`src/cps_video_defines.svh`:
```
// ******************************
// Raster sizes, pixel and palette widths,
// register map and pipeline timing
// ******************************
`ifndef CPS_VIDEO_DEFINES_SVH
`define CPS_VIDEO_DEFINES_SVH

// Raster geometry, in pixels and lines
`define CPS_H_TOTAL         512
`define CPS_H_ACTIVE        384
`define CPS_HS_START        416
`define CPS_HS_END          448
`define CPS_V_TOTAL         262
`define CPS_V_ACTIVE        224
`define CPS_VS_START        236
`define CPS_VS_END          240
`define CPS_CNT_W           9

// Layer pixel layout is {palette select, pen}
`define CPS_PEN_W           4
`define CPS_PALSEL_W        5
`define CPS_LAYER_PXL_W     9
`define CPS_PEN_CLEAR       15

// Palette RAM word address
`define CPS_PAL_ADDR_W      12

// CPU register map, word addresses
`define CPS_REG_ADDR_W      5
`define CPS_REG_LAYER_CTRL  5'd0
`define CPS_REG_RASTER      5'd1

// Pixel steps from mixer input to RGB output
`define CPS_BLNK_DLY        3

`endif

```
`src/cps_video_pkg.sv`:
```
// ******************************
// Mixed pixel union and layer codes
// ******************************
`include "cps_video_defines.svh"

package cps_video_pkg;

    // Layer id takes what is left of the palette address
    localparam int LAYER_W = `CPS_PAL_ADDR_W - `CPS_PALSEL_W - `CPS_PEN_W;

    typedef struct packed {
        logic [LAYER_W-1:0]       layer;
        logic [`CPS_PALSEL_W-1:0] pal;
        logic [`CPS_PEN_W-1:0]    pen;
    } mix_fields_t;

    // Mixer writes the fields, palette reads the flat address
    typedef union packed {
        logic [`CPS_PAL_ADDR_W-1:0] addr;
        mix_fields_t                fields;
    } mix_pixel_t;

    // Layer codes as stored in the layer id field
    localparam logic [LAYER_W-1:0] LAYER_OBJ  = 3'd0;
    localparam logic [LAYER_W-1:0] LAYER_SCR1 = 3'd1;
    localparam logic [LAYER_W-1:0] LAYER_SCR2 = 3'd2;
    localparam logic [LAYER_W-1:0] LAYER_SCR3 = 3'd3;
    localparam logic [LAYER_W-1:0] LAYER_BACK = 3'd7;

endpackage

```
`src/cps_layer_mix.sv`:
```
// ******************************
// Four-layer priority mixer
// ******************************
`timescale 1ns/1ps
`include "cps_video_defines.svh"

module cps_layer_mix (
    input  logic                         clk,
    input  logic                         rst,
    input  logic                         pxl_cen,
    input  logic [15:0]                  layer_ctrl,
    input  logic [`CPS_LAYER_PXL_W-1:0]  obj_pxl,
    input  logic [`CPS_LAYER_PXL_W-1:0]  scr1_pxl,
    input  logic [`CPS_LAYER_PXL_W-1:0]  scr2_pxl,
    input  logic [`CPS_LAYER_PXL_W-1:0]  scr3_pxl,
    output cps_video_pkg::mix_pixel_t    mix_pxl
);

    logic [`CPS_LAYER_PXL_W-1:0] layer_pxl [4];
    logic [3:0]                  layer_en;
    cps_video_pkg::mix_pixel_t   next_pxl;

    // 2-bit slot code to layer id
    function automatic logic [cps_video_pkg::LAYER_W-1:0] code_to_layer(
        input logic [1:0] code
    );
        case (code)
            2'd0:    return cps_video_pkg::LAYER_OBJ;
            2'd1:    return cps_video_pkg::LAYER_SCR1;
            2'd2:    return cps_video_pkg::LAYER_SCR2;
            default: return cps_video_pkg::LAYER_SCR3;
        endcase
    endfunction

    // Indexed by slot code
    assign layer_pxl[0] = obj_pxl;
    assign layer_pxl[1] = scr1_pxl;
    assign layer_pxl[2] = scr2_pxl;
    assign layer_pxl[3] = scr3_pxl;
    assign layer_en     = {layer_ctrl[3:1], layer_ctrl[4]};

    always_comb begin
        logic [1:0]                  code;
        logic [`CPS_LAYER_PXL_W-1:0] pix;
        // Backdrop unless a slot below overrides it
        next_pxl.fields.layer = cps_video_pkg::LAYER_BACK;
        next_pxl.fields.pal   = '1;
        next_pxl.fields.pen   = `CPS_PEN_W'(`CPS_PEN_CLEAR);
        // Walk from lowest priority up, so slot 0 wins last
        for (int s = 3; s >= 0; s--) begin
            code = layer_ctrl[6 + 2*s +: 2];
            pix  = layer_pxl[code];
            if (layer_en[code] && pix[`CPS_PEN_W-1:0] != `CPS_PEN_W'(`CPS_PEN_CLEAR)) begin
                next_pxl.fields.layer = code_to_layer(code);
                next_pxl.fields.pal   = pix[`CPS_LAYER_PXL_W-1 -: `CPS_PALSEL_W];
                next_pxl.fields.pen   = pix[`CPS_PEN_W-1:0];
            end
        end
    end

    always_ff @(posedge clk or posedge rst) begin
        if (rst) begin
            mix_pxl.addr <= '1;
        end else if (pxl_cen) begin
            mix_pxl <= next_pxl;
        end
    end

endmodule

```
`config.mk`:
```
export PLATFORM = sky130hd
export DESIGN_NAME = cps_layer_mix
export DESIGN_NICKNAME = d
export VERILOG_FILES = /design/src/cps_video_pkg.sv /design/src/cps_layer_mix.sv
export VERILOG_INCLUDE_DIRS = /design/src
export SDC_FILE = /design/constraint.sdc
export NUM_CORES = 1
export LEC_CHECK = 0
export ABC_AREA = 1
export BUFFER_PORTS_ARGS = -buffer_cell sky130_fd_sc_hd__clkbuf_2
export CELL_PAD_IN_SITES_DETAIL_PLACEMENT = 1
export CELL_PAD_IN_SITES_GLOBAL_PLACEMENT = 1
export CORE_ASPECT_RATIO = 0.9
export CORE_UTILIZATION = 35
export CTS_BUF_LIST = sky130_fd_sc_hd__clkbuf_4
export DETAILED_ROUTE_END_ITERATION = 12
export PLACE_DENSITY = 0.81
export SLEW_MARGIN = 15
export SYNTH_ARGS = -nofsm -noshare
export SYNTH_HDL_FRONTEND = slang
export SYNTH_SLANG_ARGS = --single-unit
```
`constraint.sdc`:
```
create_clock -name clk -period 0.95 [get_ports clk]
set_clock_uncertainty 0.1 [all_clocks]
set_input_delay 0.1425 -clock clk [delete_from_list [all_inputs] [get_ports clk]]
set_output_delay 0.1425 -clock clk [all_outputs]
set_load 0.01 [all_outputs]
```
-- After elaboration in Yosys (flattened, before gate mapping)
Cells that the tools add are included.
Widths: inputs -> output; s select.
- equality and inequality tests: 12
- bitwise operators: 4
- muxes and demuxes: 28
- magnitude comparators: 8
- reductions and logical operators: 8
- operators with widths (cell ; count):
    $bmux 9 s2 ; 4
    $mux 9 ; 8
    $mux 12 ; 4
    $pmux 2 s3 ; 4
    $ne 4x4->1 const B ; 4
    $ge 3x3->1 const B ; 4
    $lt 2x3->1 const B ; 4
    $not 2->3 ; 4
    $bmux 1 s2 ; 4
    $eq 2x1->1 const B ; 4
    $eq 2x2->1 const B ; 4
    $logic_not 2->1 ; 4
    $logic_and 1x1->1 ; 4
    $mux 1 ; 4
- bits of input ports: 55
- flip-flop bits (word level): 12

-- Logic depth before layout (Yosys ltp)
- word-level depth: 10
- gate-level depth with buffers: 16
- depth with buffers taken out: 15

-- Worst setup path before layout
OpenSTA, ideal clock, no wires.
- path kind: input -> register
- from: input port layer_ctrl[10]
- to: register mix_pxl[0] (netlist bit)
- arrival: 1341 ps
- buffers on the path: 3
- stages on the path: 12
- path slack: -564 ps
- cells stage by stage: buf_6 > inv_4 > buf_4 > nand2_1 > o221ai_2 > nand2_2 > buf_6 > inv_1 > nand2_1 > nand3_1 > nand3_1 > a21oi_1
- cells in the longest elaborated chain, start to end: 9
- RTL lines (item ; line ; text):
    from (decl) ; cps_layer_mix.sv:11 ; input logic [15:0] layer_ctrl,
    $not 2->3 (implied by the code) ; cps_layer_mix.sv:52 ; pix = layer_pxl[code];
    $bmux 9 s2 ; cps_layer_mix.sv:52 ;
    $mux 9 (implied by the code) (2 in a row) ; cps_layer_mix.sv:52 ;
    $ne 4x4->1 ; cps_layer_mix.sv:53 ; if (layer_en[code] && pix[`CPS_PEN_W-1:0] != `CPS_PEN_W'(`CPS_PEN_CLEAR)) begin
    $logic_and 1x1->1 ; cps_layer_mix.sv:53 ;
    $mux 12 * (3 in a row) ; cps_layer_mix.sv:53 ;
    to (signal assigned) ; cps_layer_mix.sv:65 ; mix_pxl <= next_pxl;
    to (decl) ; cps_layer_mix.sv:16 ; output cps_video_pkg::mix_pixel_t mix_pxl
Mark *: on every way between the ends. The rest lies on a longest branch, timed or not. The select of a mux whose other input is x is not followed.
A chain may end at the register's enable or synchronous reset.

-- Worst setup path after layout
- from: input port layer_ctrl[8]
- to: register mix_pxl[9] (netlist bit)
- cells in the longest elaborated chain, start to end: 8
- RTL lines (item ; line):
    $not 2->3 (implied by the code) ; cps_layer_mix.sv:52
    $bmux 9 s2 ; cps_layer_mix.sv:52
    $mux 9 (implied by the code) (2 in a row) ; cps_layer_mix.sv:52
    $ne 4x4->1 ; cps_layer_mix.sv:53
    $logic_and 1x1->1 ; cps_layer_mix.sv:53
    $mux 12 * (2 in a row) ; cps_layer_mix.sv:53
Marks and branches as above.

==> flow_summary.toml <==
[run_status]
status = "complete, but fails checks"
violations = "negative setup slack"

[logic_synthesis]
synthesis.nets = 442
synth_seq_area_share_pct = 14.1
synth_area_per_cell_sq_um = 5.76
synth_cell_type_count = 31
ys_warn_count = 0
syn-cell-area_sq_um = 2230
ys_ff_latch = 12
syn-instance-count = 387
async_flop_share_pct = 100
synth_ff_type = "dfstp_2"
synth_edf_count = 0

[sta]
finalSetupViolCount = 24
fin_crit_ns = 1.60
hold_viol_final = 0
fin_tns_setup_ns = -10.07
hold_ws_ns = 0.0913
clock.fmax_mhz = 624
rsz0062_at_grt = "yes"
drv_slew = 0
setup_ws_ns = -0.652
slew_headroom_pct = 66.3
post-route-period-util_pct = 169
worst_slew_pin_slew_ns = 0.505

[placement]
place_inst = 590
port_buffers = 62
place_area_sq_um = 3150
place.gp.congestion = 0.950
hpwlAfterDp_um = 8510

[clock_network]
clock_path_buffers = 2
htree_levels = 1
cts_made_buffers = 3
cts.sinks = 12
cts_tree = "yes"
clock_latency_ns = 0.29
cts.clk_slew.worst_paths_ns = 0.09
cts_root_buf = "clkbuf_4"
ctsHoldBuffers = 0

[worst_setup_path]
r2r-start = "mix_pxl[4]$_DFFE_PP1P_"
end_kind = "register"
critPathLaunchType = "input port"
r2r_end = "mix_pxl[4]$_DFFE_PP1P_"
worstPathMaxFanout = 7
worstPathArrival_ns = 1.73
r2r_slack_ns = -0.08
worst-r2r-cell-count = 3
required_ns = 1.07
crit_type = "in -> reg"

[routing]
routed_via_density = 6.30
drcViolationCount = 0
wl_um = 15100
ant_nets = 0
dr.pass1.iters = 5
dr.first_iter.drc_count = 392
wire_per_inst_um = 24.5
vias = 3868

[power]
power.density_nw_per_um2 = 964
cellLeakagePower_nw = 1.90
vdd_drop_max_uv = 575
total_power_w = 0.00364

[final_layout]
diodes = 0
area_growth_syn_to_layout_pct = 69.4
largest-register = "mix_pxl"
fin_cells = 614
largest_reg_flops = 12
reg_top3 = "mix_pxl: 12 flops"
drive_above_1_share_pct = 48.4
nets = 584
final_area_sq_um = 3770

[run]
max_cap_violations = 0

[floorplanning]
core_sq_um = 6150
dieArea_sq_um = 6690
io_pins = 67
num_rows = 27
fp.dieH_um = 77.7
die_x_um = 86.1
start_util_pct = 36.2

[hold_path]
hold_class = "in -> async"

[grt]
grt_max_degree = 20
grt_use_total_pct = 41.5
grt_pass1_wl_um = 21100
antenna_found_initial = 0
grt_pass1_vias = 3892
gr-total-overflow = 0
[logic make-up after synthesis]
kind of cell / count (synthesis) / share of synthesized area, %
buffers and inverters: 69 / 16.2
DFF: 12 / 14.1
and+or+nand+nor: 195 / 37.7
AOI/OAI and AO/OA: 111 / 32.0
[worst max-delay path by stage]
stage | startpoint | end | slack, ns
floorplan | layer_ctrl[10] | mix_pxl[0]$_DFFE_PP1P_ | -0.48
global placement | layer_ctrl[10] | mix_pxl[5]$_DFFE_PP1P_ | -0.87
detailed placement | layer_ctrl[10] | mix_pxl[5]$_DFFE_PP1P_ | -1.00
CTS | layer_ctrl[8] | mix_pxl[1]$_DFFE_PP1P_ | -0.43
global route | layer_ctrl[9] | mix_pxl[7]$_DFFE_PP1P_ | -0.78
finish | layer_ctrl[8] | mix_pxl[9]$_DFFE_PP1P_ | -0.65
[cell usage after synthesis, types with 4 or more instances]
cell | instances | area share [%]
o21ai_1 | 17 | 3.8
inv_2 | 6 | 1.0
inv_1 | 45 | 7.6
o21ai_2 | 6 | 2.4
nand2_1 | 107 | 18
a21oi_1 | 30 | 6.7
nor2_1 | 39 | 6.6
o221ai_1 | 18 | 7.1
nand2_2 | 7 | 2.0
dfstp_2 | 12 | 14
o21ai_0 | 28 | 6.3
nand3_1 | 34 | 7.6
buf_6 | 7 | 3.5
buf_4 | 4 | 1.3
[routing by layer]
metal  part of all wire (%)  global-route usage [%]
met1                     36                    48.4
met2                     46                    68.6
met3                    9.3                    7.02
met4                    9.1                    29.0
met5                      0                       0
[critical path, cell delays in order]
cell and delay [ns]:
clkbuf_16 0.13, buf_8 0.13, nand2_8 0.07, nor2_4 0.09
a21oi_2 0.06, nand2_2 0.10, nand2_2 0.09, o21ai_4 0.30
buf_6 0.20, o21ai_4 0.08, nor2_4 0.14, nor2_2 0.06
o21ai_1 0.14
[area by class of cell]
type | instances | area, sq um
fill | 834 | 2370
multi-input combinational | 307 | 1880
timing repair buffer | 153 | 1230
sequential | 12 | 315
inverter | 52 | 224
tap | 87 | 109
clock buffer | 3 | 22.5
[timing repair]
| action | CTS | global route |
|---|---|---|
| endpoints found under the setup margin | 24 | 24 |
| buffers inserted | 14 | 6 |
| pin swaps | 31 | 13 |
| cloned | 1 | 0 |
| resized for setup | 76 | 39 |
[cells in the final DEF (no fill, tap or decap), drive strengths merged]
| master | instances |
|---|---|
| nor3 | 1 |
| nand2 | 117 |
| buf | 103 |
| inv | 51 |
| nand3 | 36 |
| o211ai | 5 |
| clkinvlp | 1 |
| nor2 | 41 |
| a31oi | 1 |
| dfstp | 12 |
| o221ai | 21 |
| a21oi | 30 |
| clkbuf | 53 |
| o21ai | 52 |
| nand4 | 1 |
| o22ai | 2 |
[metrics by stage]
stage | worst slack [ns] | util, %
6_report | -0.652 | 61.4
5_1_grt | -0.780 | 61.4
4_1_cts | -0.432 | 58.5
3_5_place_dp | -1.00 | 51.2
3_3_place_gp | -0.875 | 51.2
2_1_floorplan | -0.484 | -
[power breakdown]
| group | total (W) | leakage [nW] | internal (W) | switching [W] |
|---|---|---|---|---|
| combinational | 0.00254 | 1.76 | 0.00107 | 0.00147 |
| clock | 0.000349 | 0.0138 | 0.000147 | 0.000202 |
| sequential | 0.000746 | 0.126 | 0.000665 | 0.0000811 |
| total | 0.00364 | 1.90 | 0.00189 | 0.00175 |
No activity file was read; power rests on OpenSTA's default activity.
