--- src/cps_video_defines.svh ---
// ******************************
// Raster sizes, pixel and palette widths,
// register map and pipeline timing
// ******************************
`ifndef CPS_VIDEO_DEFINES_SVH
`define CPS_VIDEO_DEFINES_SVH

// Raster geometry, in pixels and lines
`define CPS_H_TOTAL         512
`define CPS_H_ACTIVE        384
`define CPS_HS_START        416
`define CPS_HS_END          448
`define CPS_V_TOTAL         262
`define CPS_V_ACTIVE        224
`define CPS_VS_START        236
`define CPS_VS_END          240
`define CPS_CNT_W           9

// Layer pixel layout is {palette select, pen}
`define CPS_PEN_W           4
`define CPS_PALSEL_W        5
`define CPS_LAYER_PXL_W     9
`define CPS_PEN_CLEAR       15

// Palette RAM word address
`define CPS_PAL_ADDR_W      12

// CPU register map, word addresses
`define CPS_REG_ADDR_W      5
`define CPS_REG_LAYER_CTRL  5'd0
`define CPS_REG_RASTER      5'd1

// Pixel steps from mixer input to RGB output
`define CPS_BLNK_DLY        3

`endif

--- src/cps_mmr.sv ---
// ******************************
// CPU register file and
// raster line interrupt
// ******************************
`timescale 1ns/1ps
`include "cps_video_defines.svh"

module cps_mmr (
    input  logic                       clk,
    input  logic                       rst,
    input  logic                       ppu_cs,
    input  logic [`CPS_REG_ADDR_W-1:0] addr,
    input  logic [1:0]                 dsn,
    input  logic [15:0]                cpu_dout,
    output logic [15:0]                mmr_dout,
    input  logic                       line_start,
    input  logic                       frame_start,
    input  logic [`CPS_CNT_W-1:0]      vdump,
    output logic [15:0]                layer_ctrl,
    output logic                       raster
);

    logic [15:0]           raster_line;
    logic [`CPS_CNT_W-1:0] cur_line;

    // dsn is active low, one bit per byte lane
    function automatic logic [15:0] lane_merge(
        input logic [15:0] old_val,
        input logic [15:0] new_val,
        input logic [1:0]  lanes_n
    );
        logic [15:0] res;
        res = old_val;
        if (!lanes_n[1]) begin
            res[15:8] = new_val[15:8];
        end
        if (!lanes_n[0]) begin
            res[7:0] = new_val[7:0];
        end
        return res;
    endfunction

    always_ff @(posedge clk or posedge rst) begin
        if (rst) begin
            layer_ctrl  <= '0;
            raster_line <= '0;
        end else if (ppu_cs) begin
            case (addr)
                `CPS_REG_LAYER_CTRL: layer_ctrl  <= lane_merge(layer_ctrl, cpu_dout, dsn);
                `CPS_REG_RASTER:     raster_line <= lane_merge(raster_line, cpu_dout, dsn);
                default: ;
            endcase
        end
    end

    // Readback, zero for unmapped addresses
    always_comb begin
        case (addr)
            `CPS_REG_LAYER_CTRL: mmr_dout = layer_ctrl;
            `CPS_REG_RASTER:     mmr_dout = raster_line;
            default:             mmr_dout = '0;
        endcase
    end

    // Line that line_start has just opened
    assign cur_line = frame_start ? '0 : vdump;

    always_ff @(posedge clk or posedge rst) begin
        if (rst) begin
            raster <= 1'b0;
        end else begin
            raster <= line_start && raster_line == 16'(cur_line);
        end
    end

endmodule

--- config.mk ---
export PLATFORM = sky130hd
export DESIGN_NAME = cps_mmr
export DESIGN_NICKNAME = d
export VERILOG_FILES = /design/src/cps_mmr.sv
export VERILOG_INCLUDE_DIRS = /design/src
export SDC_FILE = /design/constraint.sdc
export NUM_CORES = 1
export LEC_CHECK = 0
export ABC_CLOCK_PERIOD_IN_PS = 1500
export BUFFER_PORTS_ARGS = -buffer_cell sky130_fd_sc_hd__buf_2
export CORE_AREA = 3 3 51 87
export DETAILED_ROUTE_END_ITERATION = 6
export DIE_AREA = 0 0 54 90
export PLACE_DENSITY_LB_ADDON = 0.12
export SYNTH_ARGS = -nofsm -noshare
export SYNTH_HDL_FRONTEND = slang
export SYNTH_SLANG_ARGS = --single-unit
--- constraint.sdc ---
create_clock -name clk -period 1.5 [get_ports clk]
set_input_delay 0.15 -clock clk [delete_from_list [all_inputs] [get_ports clk]]
set_output_delay 0.15 -clock clk [all_outputs]
set_load 0.05 [all_outputs]
Word level (Yosys, flattened, before mapping)
Cells that the tools add are included.
{ "op_classes": {"n_addsub": 0, "multipliers": 0, "div": 0, "magnitude_cmp": 0, "eq_ne": 2, "n_shift": 0, "mux": 2, "bitwise_logic": 2, "n_reduce_logical": 6} }
{ "op_table": {"columns": ["operator", "n"], "rows": [
  ["$pmux W16 S2", 1],
  ["$eq A16 B9 Y1", 1],
  ["$reduce_and A3 Y1", 4],
  ["$mux W9", 1],
  ["$eq A5 B1 Y1 const B", 1],
  ["$logic_not A5 Y1", 1],
  ["$not A1 Y1", 2],
  ["$logic_and A1 B1 Y1", 1]
]} }
{ "word_totals": {"ff_bits": 33, "latchBits": 0, "mem_bits_rw": 0, "mem_bits_ro": 0, "inputBits": 37, "memories": 0} }

Logic depth before layout (Yosys ltp)
Gate-level depths: netlist (run 1).
{ "logic_depth": {"word_depth": 3, "depth_mapped": 6} }

Least setup slack after synthesis (run 1)
OpenSTA, ideal clock, no wires.
{ "synth_path": {"kind": "input port to output port", "start": "in addr[1]", "end": "out mmr_dout[0]", "arrival_time_ns": 1.347, "required_time_ns": 1.350, "setup_slack_ns": 0.003, "path_stages": 5, "n_path_buf": 2, "path_cell_list": "nor4_2 -> and2_1 -> buf_4 -> buf_2 -> a22o_1"} }
{ "synth_between": {"elab_chain_cells": 2, "elab_cells_between_ends": 3, "classes_between": "1 x eq/ne; 1 x mux; 1 x reduce/logical"} }
{ "synth_lines": {"columns": ["item", "line_no", "source"], "rows": [
  ["start: declaration", "cps_mmr.sv:12", "input logic [`CPS_REG_ADDR_W-1:0] addr,"],
  ["$eq A5 B1 Y1 / $logic_not A5 Y1 (equally long branches)", "cps_mmr.sv:58", "case (addr)"],
  ["$pmux W16 S2 (*)", "cps_mmr.sv:58", null],
  ["end: declaration", "cps_mmr.sv:15", "output logic [15:0] mmr_dout,"]
]} }
Every way passes the cells marked *; elsewhere a longest branch is shown, timed or not.

Final worst setup path (run 1)
{ "layout_path": {"start": "in addr[1]", "end": "out mmr_dout[6]"} }
Same word-level chain as after synthesis.

==> results.sh, run 1 <==
export IMPL_status="finished, final reports clean"
export IMPL_cts_root_buf="clkbuf_8"
export IMPL_hold_viol_final=0
export IMPL_syn_inst=131
export IMPL_core_area_um2=3740
export IMPL_drive_above_1_share=0.583
export IMPL_port_buffers=69
export IMPL_seq_area_frac_synth=0.472
export IMPL_firstDrtPassIters=4
export IMPL_whs_ns=0.110
export IMPL_path_class="in2out"
export IMPL_clkSlewWorstSetupHoldPaths_ns=0.07
export IMPL_grt_use_total=0.184
export IMPL_io_pins=70
export IMPL_area_growth_pct=36.7
export IMPL_clock_sinks=33
export IMPL_grt_pass1_wl_um=6710
export IMPL_route_detailed_drc=0
export IMPL_synth_cell_types=27
export IMPL_cp_max_fo=7
export IMPL_die_h_um=90
export IMPL_grt_max_degree=34
export IMPL_synth_warnings=0
export IMPL_clk_path_buf_depth=2
export IMPL_maxCapViolations=0
export IMPL_p_leak_nw=1.24
export IMPL_num_rows=29
export IMPL_synth_area_um2=1750
export IMPL_numCtsBuffers=5
export IMPL_die_x_um=54
export IMPL_drt_iter0_drc=14
export IMPL_max_slew_margin=0.727
export IMPL_postSynthAreaPerCell_um2=13.4
export IMPL_cellPowerDensity_nw_per_um2=1040
export IMPL_fillers=313
export IMPL_rsz0062_at_grt="yes"
export IMPL_fin_nets=247
export IMPL_dieArea_um2=4860
export IMPL_r2r_cells=4
export IMPL_antenna_found_initial=0
export IMPL_finalCriticalPeriod_ns=1.42
export IMPL_crit_path_start_kind="input pin"
export IMPL_holdPathStages=2
export IMPL_hp_class="in2reg"
export IMPL_viasPerCell=5.23
export IMPL_routabilityCongestion=0.785
export IMPL_initial_core_util=0.468
export IMPL_cts_setup_buffers=0
export IMPL_p_total_w=0.00249
export IMPL_ctsHtreeMaxLevel=2
export IMPL_critPathCaptureType="output port"
export IMPL_cts_tree="yes"
export IMPL_ir_drop_uv=711
export IMPL_setup_violations=0
export IMPL_fin_util=0.640
export IMPL_synth_seq_cells=33
export IMPL_worst_slew_pin_slew_ns=0.410
export IMPL_stdcell_area_um2=2390
export IMPL_vias=1345
export IMPL_antenna_left=0
export IMPL_slew_violations=0
export IMPL_syn_nets=168
export IMPL_avgRoutedWirePerCell_um=16.3
export IMPL_antennaDiodeCount=0
export IMPL_fin_crit_sh=0.950
export IMPL_clock_latency_ns=0.28
export IMPL_cp_arrival_ns=1.27
export IMPL_skew_ns=0.00303
export IMPL_grt_overflow_total=0
export IMPL_postPlaceCellArea_um2=2190
export IMPL_grt_pass1_vias=1420
export IMPL_hpwlAfterDp_um=3300
export IMPL_worstPathRequired_ns=1.35
export IMPL_finalWirelength_um=4190
export IMPL_fmax_ghz=0.702
-- path summary, 6_finish.rpt --
path	to	slack, ns	from
max	mmr_dout[6]	0.08	addr[1]
min	raster_line[2]$_DFFE_PP0P_	0.11	cpu_dout[2]
max in group asynchronous	layer_ctrl[4]$_DFFE_PP0P_	0.71	rst
max reg2reg	raster$_DFF_PP0_	0.16	raster_line[9]$_DFFE_PP0P_
min reg2reg	layer_ctrl[13]$_DFFE_PP0P_	0.53	layer_ctrl[13]$_DFFE_PP0P_
min in group asynchronous	raster_line[8]$_DFFE_PP0P_	0.49	rst
-- synth_stat cells --
cell,number,area share
a22o_1,16,0.080
a311oi_1,1,0.0050
a31oi_1,3,0.011
and2_1,1,0.0036
and2b_1,1,0.0043
and3b_1,2,0.010
and4_1,1,0.0050
buf_2,2,0.0057
buf_4,1,0.0043
buf_6,3,0.019
clkbuf_1,1,0.0021
dfrtp_1,33,0.47
inv_1,1,0.0021
mux2_1,1,0.0064
mux2_2,15,0.096
mux2_4,16,0.14
nand2_1,2,0.0043
nand2b_1,1,0.0036
nand3b_4,2,0.023
nand4b_1,1,0.0050
nor2_1,8,0.017
nor4_1,1,0.0036
nor4_2,1,0.0071
nor4b_1,2,0.010
nor4bb_1,3,0.017
o21ai_0,7,0.020
xnor2_1,5,0.025
-- through the flow --
stage	setup TNS, ns	cells	worst slack [ns]
6_report	0	257	0.0753
5_1_grt	-0.00219	257	-0.00219
4_1_cts	0	257	0.00271
3_5_place_dp	-0.922	248	-0.0511
3_3_place_gp	-0.00711	248	-0.00180
2_1_floorplan	0	131	0.00253
-- sequential cells by signal, summed over array words and instances, names as in the netlist --
name and flops:
raster_line 16, layer_ctrl 16, raster 1
-- cell usage in the layout (no fill, tap or decap), types with 5 or more instances in the layout --
cell type / count
clkbuf_8: 7
xnor2_1: 5
mux2_4: 16
o21ai_0: 7
buf_2: 53
a22o_1: 16
buf_6: 11
mux2_2: 15
buf_4: 12
nor2_1: 8
dfrtp_1: 33
-- where the power goes --
| part | total [W] | internal [W] | switching (W) |
|---|---|---|---|
| registers | 0.00111 | 0.00101 | 0.000108 |
| logic | 0.000648 | 0.000267 | 0.000381 |
| clock network | 0.000730 | 0.000414 | 0.000316 |
-- critical path: stages --
cell,delay [ns]
buf_2,0.10
nor4_2,0.28
and2b_2,0.23
buf_4,0.17
a22o_1,0.18
buf_6,0.16
-- kinds of logic after synthesis --
logic type / after synthesis / synth area share
flops: 33 / 0.472
simple gates: 26 / 0.114
xor+xnor: 5 / 0.0250
mux: 32 / 0.240
compound gates: 27 / 0.116
buf+inv: 8 / 0.0336
-- cell type report --
class,instances,area [µm²],share of cell area
tap,46,57.6,0.0240
multi-input combinational,90,876,0.366
clock buffer,7,96.3,0.0403
clock inverter,1,5.00,0.00209
timing repair buffer,79,529,0.221
sequential,33,826,0.345
inverter,1,3.75,0.00157
-- what timing repair did --
action                                  4_1_cts  5_1_grt
resized for setup                             3       40
hold buffers                                  1        0
hold endpoints to repair                     33        0
endpoints found under the setup margin        3       17
-- metal layers --
metal / track usage / vias up / routed length [µm]
met2: 0.323 / 47 / 2320
met5: 0 / - / 0
met1: 0.210 / 643 / 1540
met3: 0.0447 / 7 / 268
met4: 0.0561 / 0 / 57
li1: - / 648 / -
Power figures use the tool's default switching activity.
==> inputs of run 2 (changes only) <==
--- a/config.mk
+++ b/config.mk
@@ -6,7 +6,7 @@
 export SDC_FILE = /design/constraint.sdc
 export NUM_CORES = 1
 export LEC_CHECK = 0
-export ABC_CLOCK_PERIOD_IN_PS = 1500
+export ABC_CLOCK_PERIOD_IN_PS = 1730
 export BUFFER_PORTS_ARGS = -buffer_cell sky130_fd_sc_hd__buf_2
 export CORE_AREA = 3 3 51 87
 export DETAILED_ROUTE_END_ITERATION = 6
==> constraint.sdc (replaced) <==
create_clock -name clk -period 1.73 [get_ports clk]
set_input_delay 0.173 -clock clk [delete_from_list [all_inputs] [get_ports clk]]
set_output_delay 0.173 -clock clk [all_outputs]
set_load 0.05 [all_outputs]
==> run 2 against run 1 <==
  * Critical path depth did not move
  * Highest routed layer unchanged
  * Final cell count fell by 1.6%
  * Critical endpoint is now mmr_dout[7]
  * Register-to-register slack improved by 0.21 ns
  * Largest cell class unchanged
==> results.sh, run 2 (same netlist as run 1, synthesis figures left out) <==
export IMPL_clk_path_buf_depth=2
export IMPL_drt_iter0_drc=31
export IMPL_initial_core_util=0.468
export IMPL_grt_use_total=0.183
export IMPL_max_slew_margin=0.715
export IMPL_instances_no_fill=253
export IMPL_dpl_worst_slack_ns=0.120
export IMPL_postPlaceCellArea_um2=2180
export IMPL_critPathCaptureType="output port"
export IMPL_slew_violations=0
export IMPL_dieArea_um2=4860
export IMPL_cellPowerDensity_nw_per_um2=913
export IMPL_crit_path_start_kind="input pin"
export IMPL_final_common_cell="buf_2"
export IMPL_routabilityCongestion=0.841
export IMPL_fin_crit_sh=0.920
export IMPL_rsz0062_at_grt="no"
export IMPL_use_met3=0.0430
export IMPL_die_x_um=54
export IMPL_setup_ws_ns=0.138
export IMPL_num_rows=29
export IMPL_grt_max_degree=34
export IMPL_cp_arrival_ns=1.42
export IMPL_core_area_um2=3740
export IMPL_clock_sinks=33
export IMPL_cts_root_buf="clkbuf_8"
export IMPL_antenna_left=0
export IMPL_path_class="in2out"
export IMPL_tns_ns=0
export IMPL_io_pins=70
export IMPL_avgRoutedWirePerCell_um=16.6
export IMPL_worst_slew_pin_slew_ns=0.427
export IMPL_hold_buffers=1
export IMPL_grt_busiest_layer="met2"
export IMPL_drive_above_1_share=0.556
export IMPL_setup_violations=0
export IMPL_area_growth_pct=30.1
export IMPL_clkSlewWorstSetupHoldPaths_ns=0.06
export IMPL_hp_start="cpu_dout[2]"
export IMPL_multiInputGateArea_um2=866
export IMPL_cp_max_fo=12
export IMPL_numCtsBuffers=5
export IMPL_ctsHtreeMaxLevel=2
export IMPL_finalWirelength_um=4210
export IMPL_vias=1370
export IMPL_p_leak_nw=1.21
export IMPL_hpwlAfterDp_um=3220
export IMPL_hold_viol_final=0
export IMPL_fillers=318
export IMPL_antennaDiodeCount=0
export IMPL_cts_tree="yes"
export IMPL_fmax_ghz=0.628
export IMPL_hp_class="in2reg"
export IMPL_pwr_share_comb=0.263
export IMPL_clock_latency_ns=0.27
export IMPL_cts_setup_buffers=0
export IMPL_ctsResizeCount=0
export IMPL_fin_nets=244
export IMPL_grt_pass1_vias=1461
export IMPL_antenna_found_initial=0
export IMPL_clkPwrFrac=0.271
export IMPL_die_h_um=90
export IMPL_stdcell_area_um2=2280
export IMPL_met2_usage=0.323
export IMPL_grt_pass1_wl_um=6750
export IMPL_use_met1=0.207
export IMPL_route_detailed_drc=0
export IMPL_worstPathRequired_ns=1.56
export IMPL_seqCellArea_um2=826
export IMPL_power_switching_w=0.000670
export IMPL_mostFrequentLayoutCells="buf_2, dfrtp_1, mux2_4, a22o_1, mux2_2"
export IMPL_viasPerCell=5.42
export IMPL_internal_power_w=0.00141
export IMPL_ir_drop_uv=689
export IMPL_regToRegStartpoint="raster_line[3]$_DFFE_PP0P_"
export IMPL_reg_largest_list="layer_ctrl x16, raster_line x16, raster x1"
export IMPL_sw_frac_of_total=0.323
export IMPL_firstDrtPassIters=4
export IMPL_finalCriticalPeriod_ns=1.59
export IMPL_port_buffers=69
export IMPL_grt_overflow_total=0
export IMPL_skew_ns=0.00628
export IMPL_maxCapViolations=0
export IMPL_startpoint="addr[1]"
export IMPL_p_seq_frac=0.466
export IMPL_status="finished, final reports clean"
export IMPL_dp_cells=245
==> run 2: changes by cell type in the layout (fill, tap and decap cells not counted), sizes merged <==
cell and change:
buf -3, clkinv -1
==> run 2: cell type report <==
class / instances / share of cell area
well taps: 46 / 0.0253
clock buffers: 7 / 0.0379
multi-input cells: 90 / 0.380
flip-flops and latches: 33 / 0.363
repair buffers: 76 / 0.192
inverters: 1 / 0.00165
==> run 2: per-stage QoR <==
step | util | total power (W) | hold WS, ns
3_3_place_gp | 0.584 | 0.00151 | 0.281
5_1_grt | 0.609 | 0.00219 | 0.127
6_report | 0.609 | 0.00208 | 0.138
2_1_floorplan | - | 0.00136 | 0.302
3_5_place_dp | 0.584 | 0.00153 | 0.294
4_1_cts | 0.609 | 0.00211 | 0.136
==> run 2: per-layer routing <==
| layer | wire, µm | vias up | part of all wire |
|---|---|---|---|
| met3 | 252 | 4 | 0.060 |
| met2 | 2350 | 49 | 0.56 |
| met5 | 0 | - | 0 |
| li1 | - | 646 | - |
| met1 | 1570 | 671 | 0.37 |
| met4 | 37 | 0 | 0.0088 |
==> run 2: critical path: stages <==
cell and delay (ns):
buf_2 0.10, nor4_2 0.30, and2b_1 0.22, buf_4 0.21, a22o_1 0.16, buf_2 0.25
==> run 2: power groups by stage <==
stage | registers (W) | clock network, W | logic (W)
3_3_place_gp | 0.000972 | 0 | 0.000539
6_report | 0.000969 | 0.000563 | 0.000547
3_5_place_dp | 0.000983 | 0 | 0.000548
5_1_grt | 0.000984 | 0.000619 | 0.000582
4_1_cts | 0.000969 | 0.000584 | 0.000552
2_1_floorplan | 0.00114 | 0 | 0.000223
==> run 2: final timing paths <==
kind / endpoint / slack, ns / cells past startpoint
worst max-delay path: mmr_dout[7] / 0.14 / 6
worst min-delay path: raster_line[2]$_DFFE_PP0P_ / 0.14 / 2
worst max register to register: raster$_DFF_PP0_ / 0.37 / 4
worst min register to register: raster_line[11]$_DFFE_PP0P_ / 0.54 / 1
max in group asynchronous: layer_ctrl[5]$_DFFE_PP0P_ / 0.88 / 4
min in group asynchronous: raster_line[8]$_DFFE_PP0P_ / 0.54 / 4
