$ cat src/cps_video_defines.svh
// ******************************
// Raster sizes, pixel and palette widths,
// register map and pipeline timing
// ******************************
`ifndef CPS_VIDEO_DEFINES_SVH
`define CPS_VIDEO_DEFINES_SVH

// Raster geometry, in pixels and lines
`define CPS_H_TOTAL         512
`define CPS_H_ACTIVE        384
`define CPS_HS_START        416
`define CPS_HS_END          448
`define CPS_V_TOTAL         262
`define CPS_V_ACTIVE        224
`define CPS_VS_START        236
`define CPS_VS_END          240
`define CPS_CNT_W           9

// Layer pixel layout is {palette select, pen}
`define CPS_PEN_W           4
`define CPS_PALSEL_W        5
`define CPS_LAYER_PXL_W     9
`define CPS_PEN_CLEAR       15

// Palette RAM word address
`define CPS_PAL_ADDR_W      12

// CPU register map, word addresses
`define CPS_REG_ADDR_W      5
`define CPS_REG_LAYER_CTRL  5'd0
`define CPS_REG_RASTER      5'd1

// Pixel steps from mixer input to RGB output
`define CPS_BLNK_DLY        3

`endif

$ cat src/cps_timing.sv
// ******************************
// Raster counters, blanking, syncs
// and line/frame strobes
// ******************************
`timescale 1ns/1ps
`include "cps_video_defines.svh"

module cps_timing (
    input  logic                  clk,
    input  logic                  rst,
    input  logic                  pxl_cen,
    output logic [`CPS_CNT_W-1:0] hdump,
    output logic [`CPS_CNT_W-1:0] vdump,
    output logic                  HB,
    output logic                  VB,
    output logic                  HS,
    output logic                  VS,
    output logic                  line_start,
    output logic                  frame_start
);

    logic [`CPS_CNT_W-1:0] hnext;
    logic [`CPS_CNT_W-1:0] vnext;
    logic                  hwrap;

    // Next counter values, decoded ahead so every output moves together
    always_comb begin
        hwrap = hdump == `CPS_CNT_W'(`CPS_H_TOTAL - 1);
        hnext = hwrap ? '0 : hdump + 1'b1;
        if (!hwrap) begin
            vnext = vdump;
        end else if (vdump == `CPS_CNT_W'(`CPS_V_TOTAL - 1)) begin
            vnext = '0;
        end else begin
            vnext = vdump + 1'b1;
        end
    end

    always_ff @(posedge clk or posedge rst) begin
        if (rst) begin
            hdump       <= '0;
            vdump       <= '0;
            HB          <= 1'b0;
            VB          <= 1'b0;
            HS          <= 1'b0;
            VS          <= 1'b0;
            line_start  <= 1'b0;
            frame_start <= 1'b0;
        end else begin
            // Strobes last a single clk
            line_start  <= 1'b0;
            frame_start <= 1'b0;
            if (pxl_cen) begin
                hdump <= hnext;
                vdump <= vnext;
                HB    <= hnext >= `CPS_CNT_W'(`CPS_H_ACTIVE);
                VB    <= vnext >= `CPS_CNT_W'(`CPS_V_ACTIVE);
                HS    <= hnext >= `CPS_CNT_W'(`CPS_HS_START) &&
                         hnext <  `CPS_CNT_W'(`CPS_HS_END);
                VS    <= vnext >= `CPS_CNT_W'(`CPS_VS_START) &&
                         vnext <  `CPS_CNT_W'(`CPS_VS_END);
                line_start  <= hnext == '0;
                frame_start <= hnext == '0 && vnext == '0;
            end
        end
    end

endmodule

$ cat config.mk
export PLATFORM = sky130hd
export DESIGN_NAME = cps_timing
export DESIGN_NICKNAME = d
export VERILOG_FILES = /design/src/cps_timing.sv
export VERILOG_INCLUDE_DIRS = /design/src
export SDC_FILE = /design/constraint.sdc
export NUM_CORES = 1
export LEC_CHECK = 0
export ABC_AREA = 1
export BUFFER_PORTS_ARGS = -buffer_cell sky130_fd_sc_hd__buf_4
export CAP_MARGIN = 10
export CORE_MARGIN = 1
export CORE_UTILIZATION = 55
export CTS_BUF_LIST = sky130_fd_sc_hd__clkbuf_4 sky130_fd_sc_hd__clkbuf_8
export DETAILED_ROUTE_END_ITERATION = 6
export HOLD_SLACK_MARGIN = 0.03
export PLACE_DENSITY = 0.79
export SYNTH_ARGS = -nofsm -noshare
export SYNTH_HDL_FRONTEND = slang
export SYNTH_SLANG_ARGS = --single-unit
$ cat constraint.sdc
create_clock -name clk -period 3.1 [get_ports clk]
set_input_delay 0.155 -clock clk [delete_from_list [all_inputs] [get_ports clk]]
set_output_delay 0.155 -clock clk [all_outputs]
set_load 0.1 [all_outputs]
# Word-level counts from Yosys, hierarchy flattened
# Cells that the tools add are included.
[totals]
out_inout_bits = 24
ff_bits = 24
[op_classes]
n_eq_ne = 2
n_reduce_logical = 5
addsub = 2
mux = 5
magnitude_cmp = 6
[op_table]
columns = ["op", "count"]
rows = [
  ["$mux 9", 3],
  ["$add 9x1->9 const B", 2],
  ["$eq 9x9->1 const B", 2],
  ["$ge 9x8->1 const B", 2],
  ["$ge 9x9->1 const B", 2],
  ["$logic_not 9->1", 2],
  ["$lt 9x8->1 const B", 1],
  ["$lt 9x9->1 const B", 1],
  ["$logic_and 1x1->1", 3],
  ["$mux 1", 2],
]

# Longest topological paths before layout
# Gate-level depths: netlist (run 1).
[depth]
word_depth = 6
ltp_mapped = 20

# Worst setup path after synthesis (run 1)
# No wires, ideal clock.
[synth_path]
kind = "reg-to-reg"
from = "register hdump[1]"
to = "register VS"
t_arrival_ns = 2.975
slack_ns = 0.006
setup_ns = 0.120
required_ns = 2.980
path_stages_with_launch = 19
path_cell_list = "dfrtp_1 -> ha_1 -> nand2_1 -> inv_1 -> nand3_1 -> nor2_1 -> nand2_1 -> nor2_1 -> ha_1 -> nand2_2 -> nor2_4 -> nand2_2 -> xor2_2 -> nor2_4 -> nand3_1 -> nand2_1 -> inv_1 -> nand2_1 -> nand2_1"
[synth_between]
elab_chain_cells = 4
word_cells_on_any_way = 5
classes_between = "2 x order compare; 1 x eq/ne; 1 x mux; 1 x reduce/logical"
[synth_lines]
columns = ["item", "line", "source"]
rows = [
  ["start: declaration", "cps_timing.sv:12", "output logic [`CPS_CNT_W-1:0] hdump,"],
  ["start signal: assignment", "cps_timing.sv:54", "hdump <= hnext;"],
  ["$eq 9x9->1 (*)", "cps_timing.sv:28", "hwrap = hdump == `CPS_CNT_W'(`CPS_H_TOTAL - 1);"],
  ["$mux 9 (*)", "cps_timing.sv:30", "if (!hwrap) begin"],
  ["$ge 9x8->1 or $lt 9x8->1 (tied branches)", "cps_timing.sv:60, cps_timing.sv:61", ""],
  ["$logic_and 1x1->1 (*)", "cps_timing.sv:60", "VS <= vnext >= `CPS_CNT_W'(`CPS_VS_START) &&"],
  ["end signal: assignment", "cps_timing.sv:60", ""],
  ["end: declaration", "cps_timing.sv:17", "output logic VS,"],
]
# Every way passes the cells marked *; elsewhere a longest branch is shown, timed or not.
# A chain may end at the register's enable or synchronous reset.

# Worst setup path after layout (run 1)
# Same ends and word-level chain as after synthesis.

==> results.yml, run 1 <==
run_status:
  status: "finished clean"
logic_synthesis:
  synthSimpleGateAreaFrac_pct: 35.1
  yosys.area_share.adder_pct: 3.42
  syn_nets: 196
  ys_seq_area_share_pct: 41.1
  synth_cell_types: 27
  synthMuxAreaShare_pct: 0
  synth_warnings: 0
  synth_area_leaders: "dfrtp_1, nand2_1, o21ai_0"
  synth_xor_area_share_pct: 3.51
  ys_seq_elements: 24
  synth_top_area_cell: "dfrtp_1"
  synthCells: 189
  syn_area_um2: 1460
  synth-compound-area-share_pct: 9.15
  synth_top_area_share_pct: 41.1
  synth_top_family_by_area: "simple AND/OR/NAND/NOR gates"
  avgSynthCellArea_um2: 7.74
floorplan:
  ios: 27
  rows: 18
  core-area_um2: 2500
  dieArea_um2: 2870
  die_y_um: 53.6
  die_w_um: 53.6
  start_util_pct: 58.5
clock_tree:
  clock_path_buffers: 2
  cts_tree: "built"
  clkTransAtPathRegs_ns: 0.13
  clock_latency_ns: 0.31
  post_cts_buffers: 0
  clockRootBuffer: "clkbuf_4"
  clock-sinks: 24
  numCtsBuffers: 3
  cts.htree.levels: 1
  cts_resized: 0
  ctsHoldBuffers: 0
worst_setup_path:
  crit_type: "flip-flop to flip-flop"
  slowest_stage: "dfrtp_1"
  end_kind: "flip-flop"
  cp_common_cell: "nand2_1"
  critPathMaxFanout: 5
  cp.required_ns: 3.31
  path_cells: "ha_1, nand2_1, inv_1, nand3_1, nor2_1, nand2_1, nor2_1, ha_1, nand2_2, nor2_4, nand3_2, nand2_2, nand3_4, nor2_4, nand3_1, nand2_1, inv_1, nand2_1, nand2_1"
  worst_ep_arrival_time_ns: 2.68
  cpPeakStageDelay_ns: 0.41
  startpoint_type: "flip-flop"
detailed_routing:
  dr.pass1.iters: 4
  vias: 1314
  via_per_inst: 5.39
  ant_nets: 0
  drtIter0Drc: 31
  drt-total-wl_um: 3190
  avgRoutedWirePerCell_um: 13.1
  route.detailed.drc: 0
sta:
  final-setup-viol-count: 0
  hold_viol_final: 0
  fin_crit_ns: 2.46
  setup_tns_ns: 0
  fin_ws_ns: 0.637
  final_max_slew_viol_count: 0
  fin_crit_sh_pct: 79.5
  finClkSkew_ns: 0.00571
  fmax_mhz: 406
  tightestPinTransition_ns: 0.892
  relSlewSlack_pct: 40.5
  grt_setup_unrepaired: "false"
power_and_ir_drop:
  power_uw: 1220
  switching_share_pct: 56.0
  power.switching_uw: 684
  seqPwrFrac_pct: 35.5
  clkPwrFrac_pct: 11.2
  power_leakage_uw: 0.000844
  power_density_nw_per_um2: 721
  vdd_drop_max_mv: 0.731
  p_int_uw: 537
  p_comb_share_pct: 53.4
finish:
  finalNonFillerCells: 244
  antennaDiodeCount: 0
  area_growth_pct: 15.8
  nNetsFinal: 223
  fin_area_um2: 1690
  nFillCells: 206
  final_common_cell: "nand2_1"
  layout_common_cells: "nand2_1, buf_4, dfrtp_1"
  drive_gt1_share_pct: 22.4
grt:
  antenna_found_initial: 0
  grt_pass1_wl_um: 5180
  grtUsageMet2_pct: 42.1
  use_met1_pct: 33.0
  grt_overflow: 0
  grt_busiest_layer: "met2"
  grt_max_degree: 25
  grt_use_met3_pct: 2.54
  grt.total_usage_pct: 24.8
  grt_pass1_vias: 1173
worst_hold_path:
  hold_path_class: "primary input to async pin"
place:
  dp_slack_ns: 0.661
  dp_cells: 241
  placed_cell_area_um2: 1670
  port_buffers: 26
  place_congestion: 0.894
  dp_hpwl_um: 2410
job:
  maxCapViolations: 0
-- synth_stat cells --
| library cell | number |
|---|---|
| nand2_1 | 53 |
| dfrtp_1 | 24 |
| inv_1 | 20 |
| o21ai_0 | 20 |
| nor2_1 | 16 |
| nand3_1 | 15 |
| a21oi_1 | 4 |
| ha_1 | 4 |
| nand2_2 | 4 |
| nor2_4 | 4 |
| nand4_1 | 3 |
| xor2_1 | 3 |
| clkbuf_1 | 2 |
| inv_2 | 2 |
| nand3_2 | 2 |
| nand3b_1 | 2 |
| a21oi_2 | 1 |
| buf_2 | 1 |
| buf_4 | 1 |
| buf_6 | 1 |
| nand3_4 | 1 |
| nand4_4 | 1 |
| nor2_2 | 1 |
| nor3_2 | 1 |
| o21ai_1 | 1 |
| xnor2_1 | 1 |
| xor2_2 | 1 |
-- worst paths after layout --
check / from / endpoint / slack [ns] / cells past startpoint
worst min register to register: HS$_DFFE_PP0P_ / HS$_DFFE_PP0P_ / 0.51 / 2
max in group asynchronous: rst / vdump[2]$_DFFE_PP0P_ / 2.53 / 2
worst max-delay path: hdump[1]$_DFFE_PP0P_ / VS$_DFFE_PP0P_ / 0.64 / 19
worst max register to register: hdump[1]$_DFFE_PP0P_ / VS$_DFFE_PP0P_ / 0.64 / 19
min in group clk: pxl_cen / vdump[1]$_DFFE_PP0P_ / 0.11 / 2
worst min-delay path: rst / HS$_DFFE_PP0P_ / 0.03 / 2
-- worst max-delay path: cells and delay by family (launching register included) --
| family | cells | cell delay, ns |
|---|---|---|
| adder cells (fa/ha/maj) | 2 | 0.47 |
| buffers and inverters | 2 | 0.12 |
| flip-flops | 1 | 0.41 |
| AND/OR/NAND/NOR | 15 | 1.36 |
-- cell type report --
cell class / instances / area [um2] / area share (%)
clock buffers: 3 / 22.5 / 1.33
inverters: 22 / 82.6 / 4.87
multi-input cells: 138 / 748 / 44.2
flip-flops and latches: 24 / 601 / 35.5
well taps: 30 / 37.5 / 2.22
repair buffers: 27 / 203 / 12.0
-- logic make-up (layout without fill, tap and decap cells) --
logic type / Yosys count / after routing
adder cells (fa/ha/maj): 4 / 4
XOR/XNOR: 5 / 5
AO/OA/AOI/OAI: 26 / 26
buffers and inverters: 27 / 52
AND/OR/NAND/NOR: 103 / 103
flip-flops: 24 / 24
-- sequential cells by signal, summed over array words and instances (netlist names) --
name / count
line_start: 1
VS: 1
HS: 1
VB: 1
frame_start: 1
hdump: 9
vdump: 9
HB: 1
-- routing by layer --
metal  vias up  part of all wire [%]
li1        654                     -
met1       620                    46
met2        38                    50
met3         2                   3.6
met4         0                  0.47
met5         -                     0
-- per-stage QoR --
step,util [%],hold slack [ns]
after floorplan,-,0.170
after global placement,66.9,0.391
after detailed placement,66.9,0.402
after CTS,67.8,0.0684
after global routing,67.8,0.128
final,67.8,0.0266
-- power by group through the flow --
| stage | clock [uW] | combinational, uW | sequential, uW |
|---|---|---|---|
| 2_1_floorplan | 0 | 166 | 788 |
| 3_3_place_gp | 0 | 644 | 434 |
| 3_5_place_dp | 0 | 652 | 438 |
| 4_1_cts | 137 | 653 | 432 |
| 5_1_grt | 146 | 685 | 443 |
| 6_report | 137 | 652 | 433 |
Note: power is estimated with default switching activity, not from simulation.
==> run 2, diff against run 1 <==
--- a/config.mk
+++ b/config.mk
@@ -10,11 +10,11 @@
 export BUFFER_PORTS_ARGS = -buffer_cell sky130_fd_sc_hd__buf_4
 export CAP_MARGIN = 10
 export CORE_MARGIN = 1
-export CORE_UTILIZATION = 55
+export CORE_UTILIZATION = 51
 export CTS_BUF_LIST = sky130_fd_sc_hd__clkbuf_4 sky130_fd_sc_hd__clkbuf_8
 export DETAILED_ROUTE_END_ITERATION = 6
 export HOLD_SLACK_MARGIN = 0.03
-export PLACE_DENSITY = 0.79
+export PLACE_DENSITY = 0.77
 export SYNTH_ARGS = -nofsm -noshare
 export SYNTH_HDL_FRONTEND = slang
 export SYNTH_SLANG_ARGS = --single-unit
==> constraint.sdc (replaced) <==
create_clock -name clk -period 2 [get_ports clk]
set_input_delay 0.1 -clock clk [delete_from_list [all_inputs] [get_ports clk]]
set_output_delay 0.1 -clock clk [all_outputs]
set_load 0.1 [all_outputs]
==> results.yml, run 2 (synthesis gave the netlist of run 1 again) <==
worst_setup_path:
  crit_type: "flip-flop to flip-flop"
  end_kind: "flip-flop"
  path_delay_family: "simple AND/OR/NAND/NOR gates"
  path_cells: "ha_4, nand2_2, inv_2, nand3_4, nor2_4, nand2_2, nor2_4, ha_4, nand2_4, nor2_4, buf_6, xor2_2, nand4_1, nor2_1, nand2_1, inv_1, nand2_1, nand2_1"
  worst_ep_arrival_time_ns: 2.56
  startpoint_type: "flip-flop"
  r2r_slack_ns: -0.29
  cpPeakStageDelay_ns: 0.45
  path_buf_inv: 3
  critPathMaxFanout: 5
  cp.required_ns: 2.27
  slowest_stage: "dfrtp_4"
clock_tree:
  cts.htree.levels: 1
  clock_path_buffers: 2
  cts_tree: "built"
  clkTransAtPathRegs_ns: 0.13
  clockRootBuffer: "clkbuf_4"
  clock_latency_ns: 0.32
  numCtsBuffers: 3
  clock-sinks: 24
sta:
  grt_setup_unrepaired: "true"
  final_max_slew_viol_count: 0
  final-setup-viol-count: 13
  finClkSkew_ns: 0.00892
  fin_crit_sh_pct: 115
  hold_viol_final: 0
  fmax_mhz: 436
  relSlewSlack_pct: 64.1
  worst_hold_slack_ns: 0.0610
  tightestPinTransition_ns: 0.538
  fin_crit_ns: 2.29
  fin_ws_ns: -0.295
finish:
  top_regs: "hdump x9, vdump x9"
  final_util_pct: 75.3
  layout_common_cells: "nand2_1, buf_4, inv_1"
  antennaDiodeCount: 0
  nFillCells: 174
  drive_gt1_share_pct: 39.4
  final_common_cell: "nand2_1"
  nNetsFinal: 249
  area_growth_pct: 40.7
run_status:
  violations: "setup timing"
  status: "complete, but fails checks"
floorplan:
  die_w_um: 55.6
  ios: 27
  core-area_um2: 2730
  die_y_um: 55.6
  dieArea_um2: 3090
  rows: 19
  start_util_pct: 53.5
place:
  port_buffers: 26
  place_congestion: 0.893
  dp_slack_ns: -0.301
  dp_hpwl_um: 2460
power_and_ir_drop:
  power_uw: 2130
  power_density_nw_per_um2: 1030
  power_leakage_uw: 0.000995
  vdd_drop_max_mv: 1.07
detailed_routing:
  drtIter0Drc: 77
  vias: 1434
  drt-total-wl_um: 3590
  route.detailed.drc: 0
  dr.pass1.iters: 4
  ant_nets: 0
  via_per_inst: 5.27
  avgRoutedWirePerCell_um: 13.2
grt:
  grt.total_usage_pct: 25.1
  antenna_found_initial: 0
  grt_max_degree: 33
  grt_pass1_wl_um: 6110
  grt_overflow: 0
  grt_pass1_vias: 1363
worst_hold_path:
  hold_path_class: "primary input to flip-flop"
job:
  maxCapViolations: 0
==> run 2: cell types whose count changed in the layout (fill, tap and decap cells not counted), sizes merged <==
cell,previous run,this run
clkbuf,3,4
buf,27,52
dlygate4sd3,0,1
==> run 2: timing repair <==
item,CTS,global route
pin swaps,4,3
buffers inserted,7,1
hold buffers,1,0
setup endpoints to repair,14,21
resized for setup,11,17
hold endpoints to repair,13,0
==> run 2: worst reg2reg max path, delay by kind of cell (launching register included) <==
kind,cells,cell delay [ns]
simple gates,12,1.05
flops,1,0.45
fa+ha+maj,2,0.34
buf+inv,3,0.25
xor+xnor,1,0.15
==> run 2: final cells by class <==
type / count / area, um2 / share of cell area, %
multi-input cells: 138 / 868 / 42.2
flip-flops and latches: 24 / 613 / 29.8
repair buffers: 53 / 423 / 20.5
inverters: 22 / 85.1 / 4.13
well taps: 31 / 38.8 / 1.88
clock buffers: 4 / 30.0 / 1.46
==> run 2: power by group <==
part           total (uW)  leakage, uW  switching, uW  internal (uW)
logic                1200     0.000674            876            319
registers             693     0.000302            117            575
clock network         237    0.0000184            145           91.8
==> run 2: path summary, 6_finish.rpt <==
path	start	cells past startpoint	endpoint
worst max-delay path	hdump[0]$_DFFE_PP0P_	18	VS$_DFFE_PP0P_
max in group asynchronous	rst	4	VS$_DFFE_PP0P_
worst min-delay path	pxl_cen	2	vdump[1]$_DFFE_PP0P_
worst min register to register	HS$_DFFE_PP0P_	2	HS$_DFFE_PP0P_
worst max register to register	hdump[0]$_DFFE_PP0P_	18	VS$_DFFE_PP0P_
min in group asynchronous	rst	3	hdump[8]$_DFFE_PP0P_
==> run 2: per-layer routing <==
layer / wire [um] / up-vias / track usage (%) / part of all wire (%)
li1: - / 707 / - / -
met1: 1650 / 667 / 34.9 / 46
met2: 1660 / 49 / 38.2 / 46
met3: 185 / 11 / 4.22 / 5.1
met4: 100 / 0 / 12.1 / 2.8
met5: 0 / - / 0 / 0
==> run 2: through the flow <==
stage          instances  cell area, um2  setup TNS, ns
5_1_grt              272            2060          -3.99
3_5_place_dp         259            1840          -1.65
6_report             272            2060          -1.97
3_3_place_gp         259            1840         -0.655
2_1_floorplan        189            1510          -3.65
4_1_cts              271            1980          -2.14
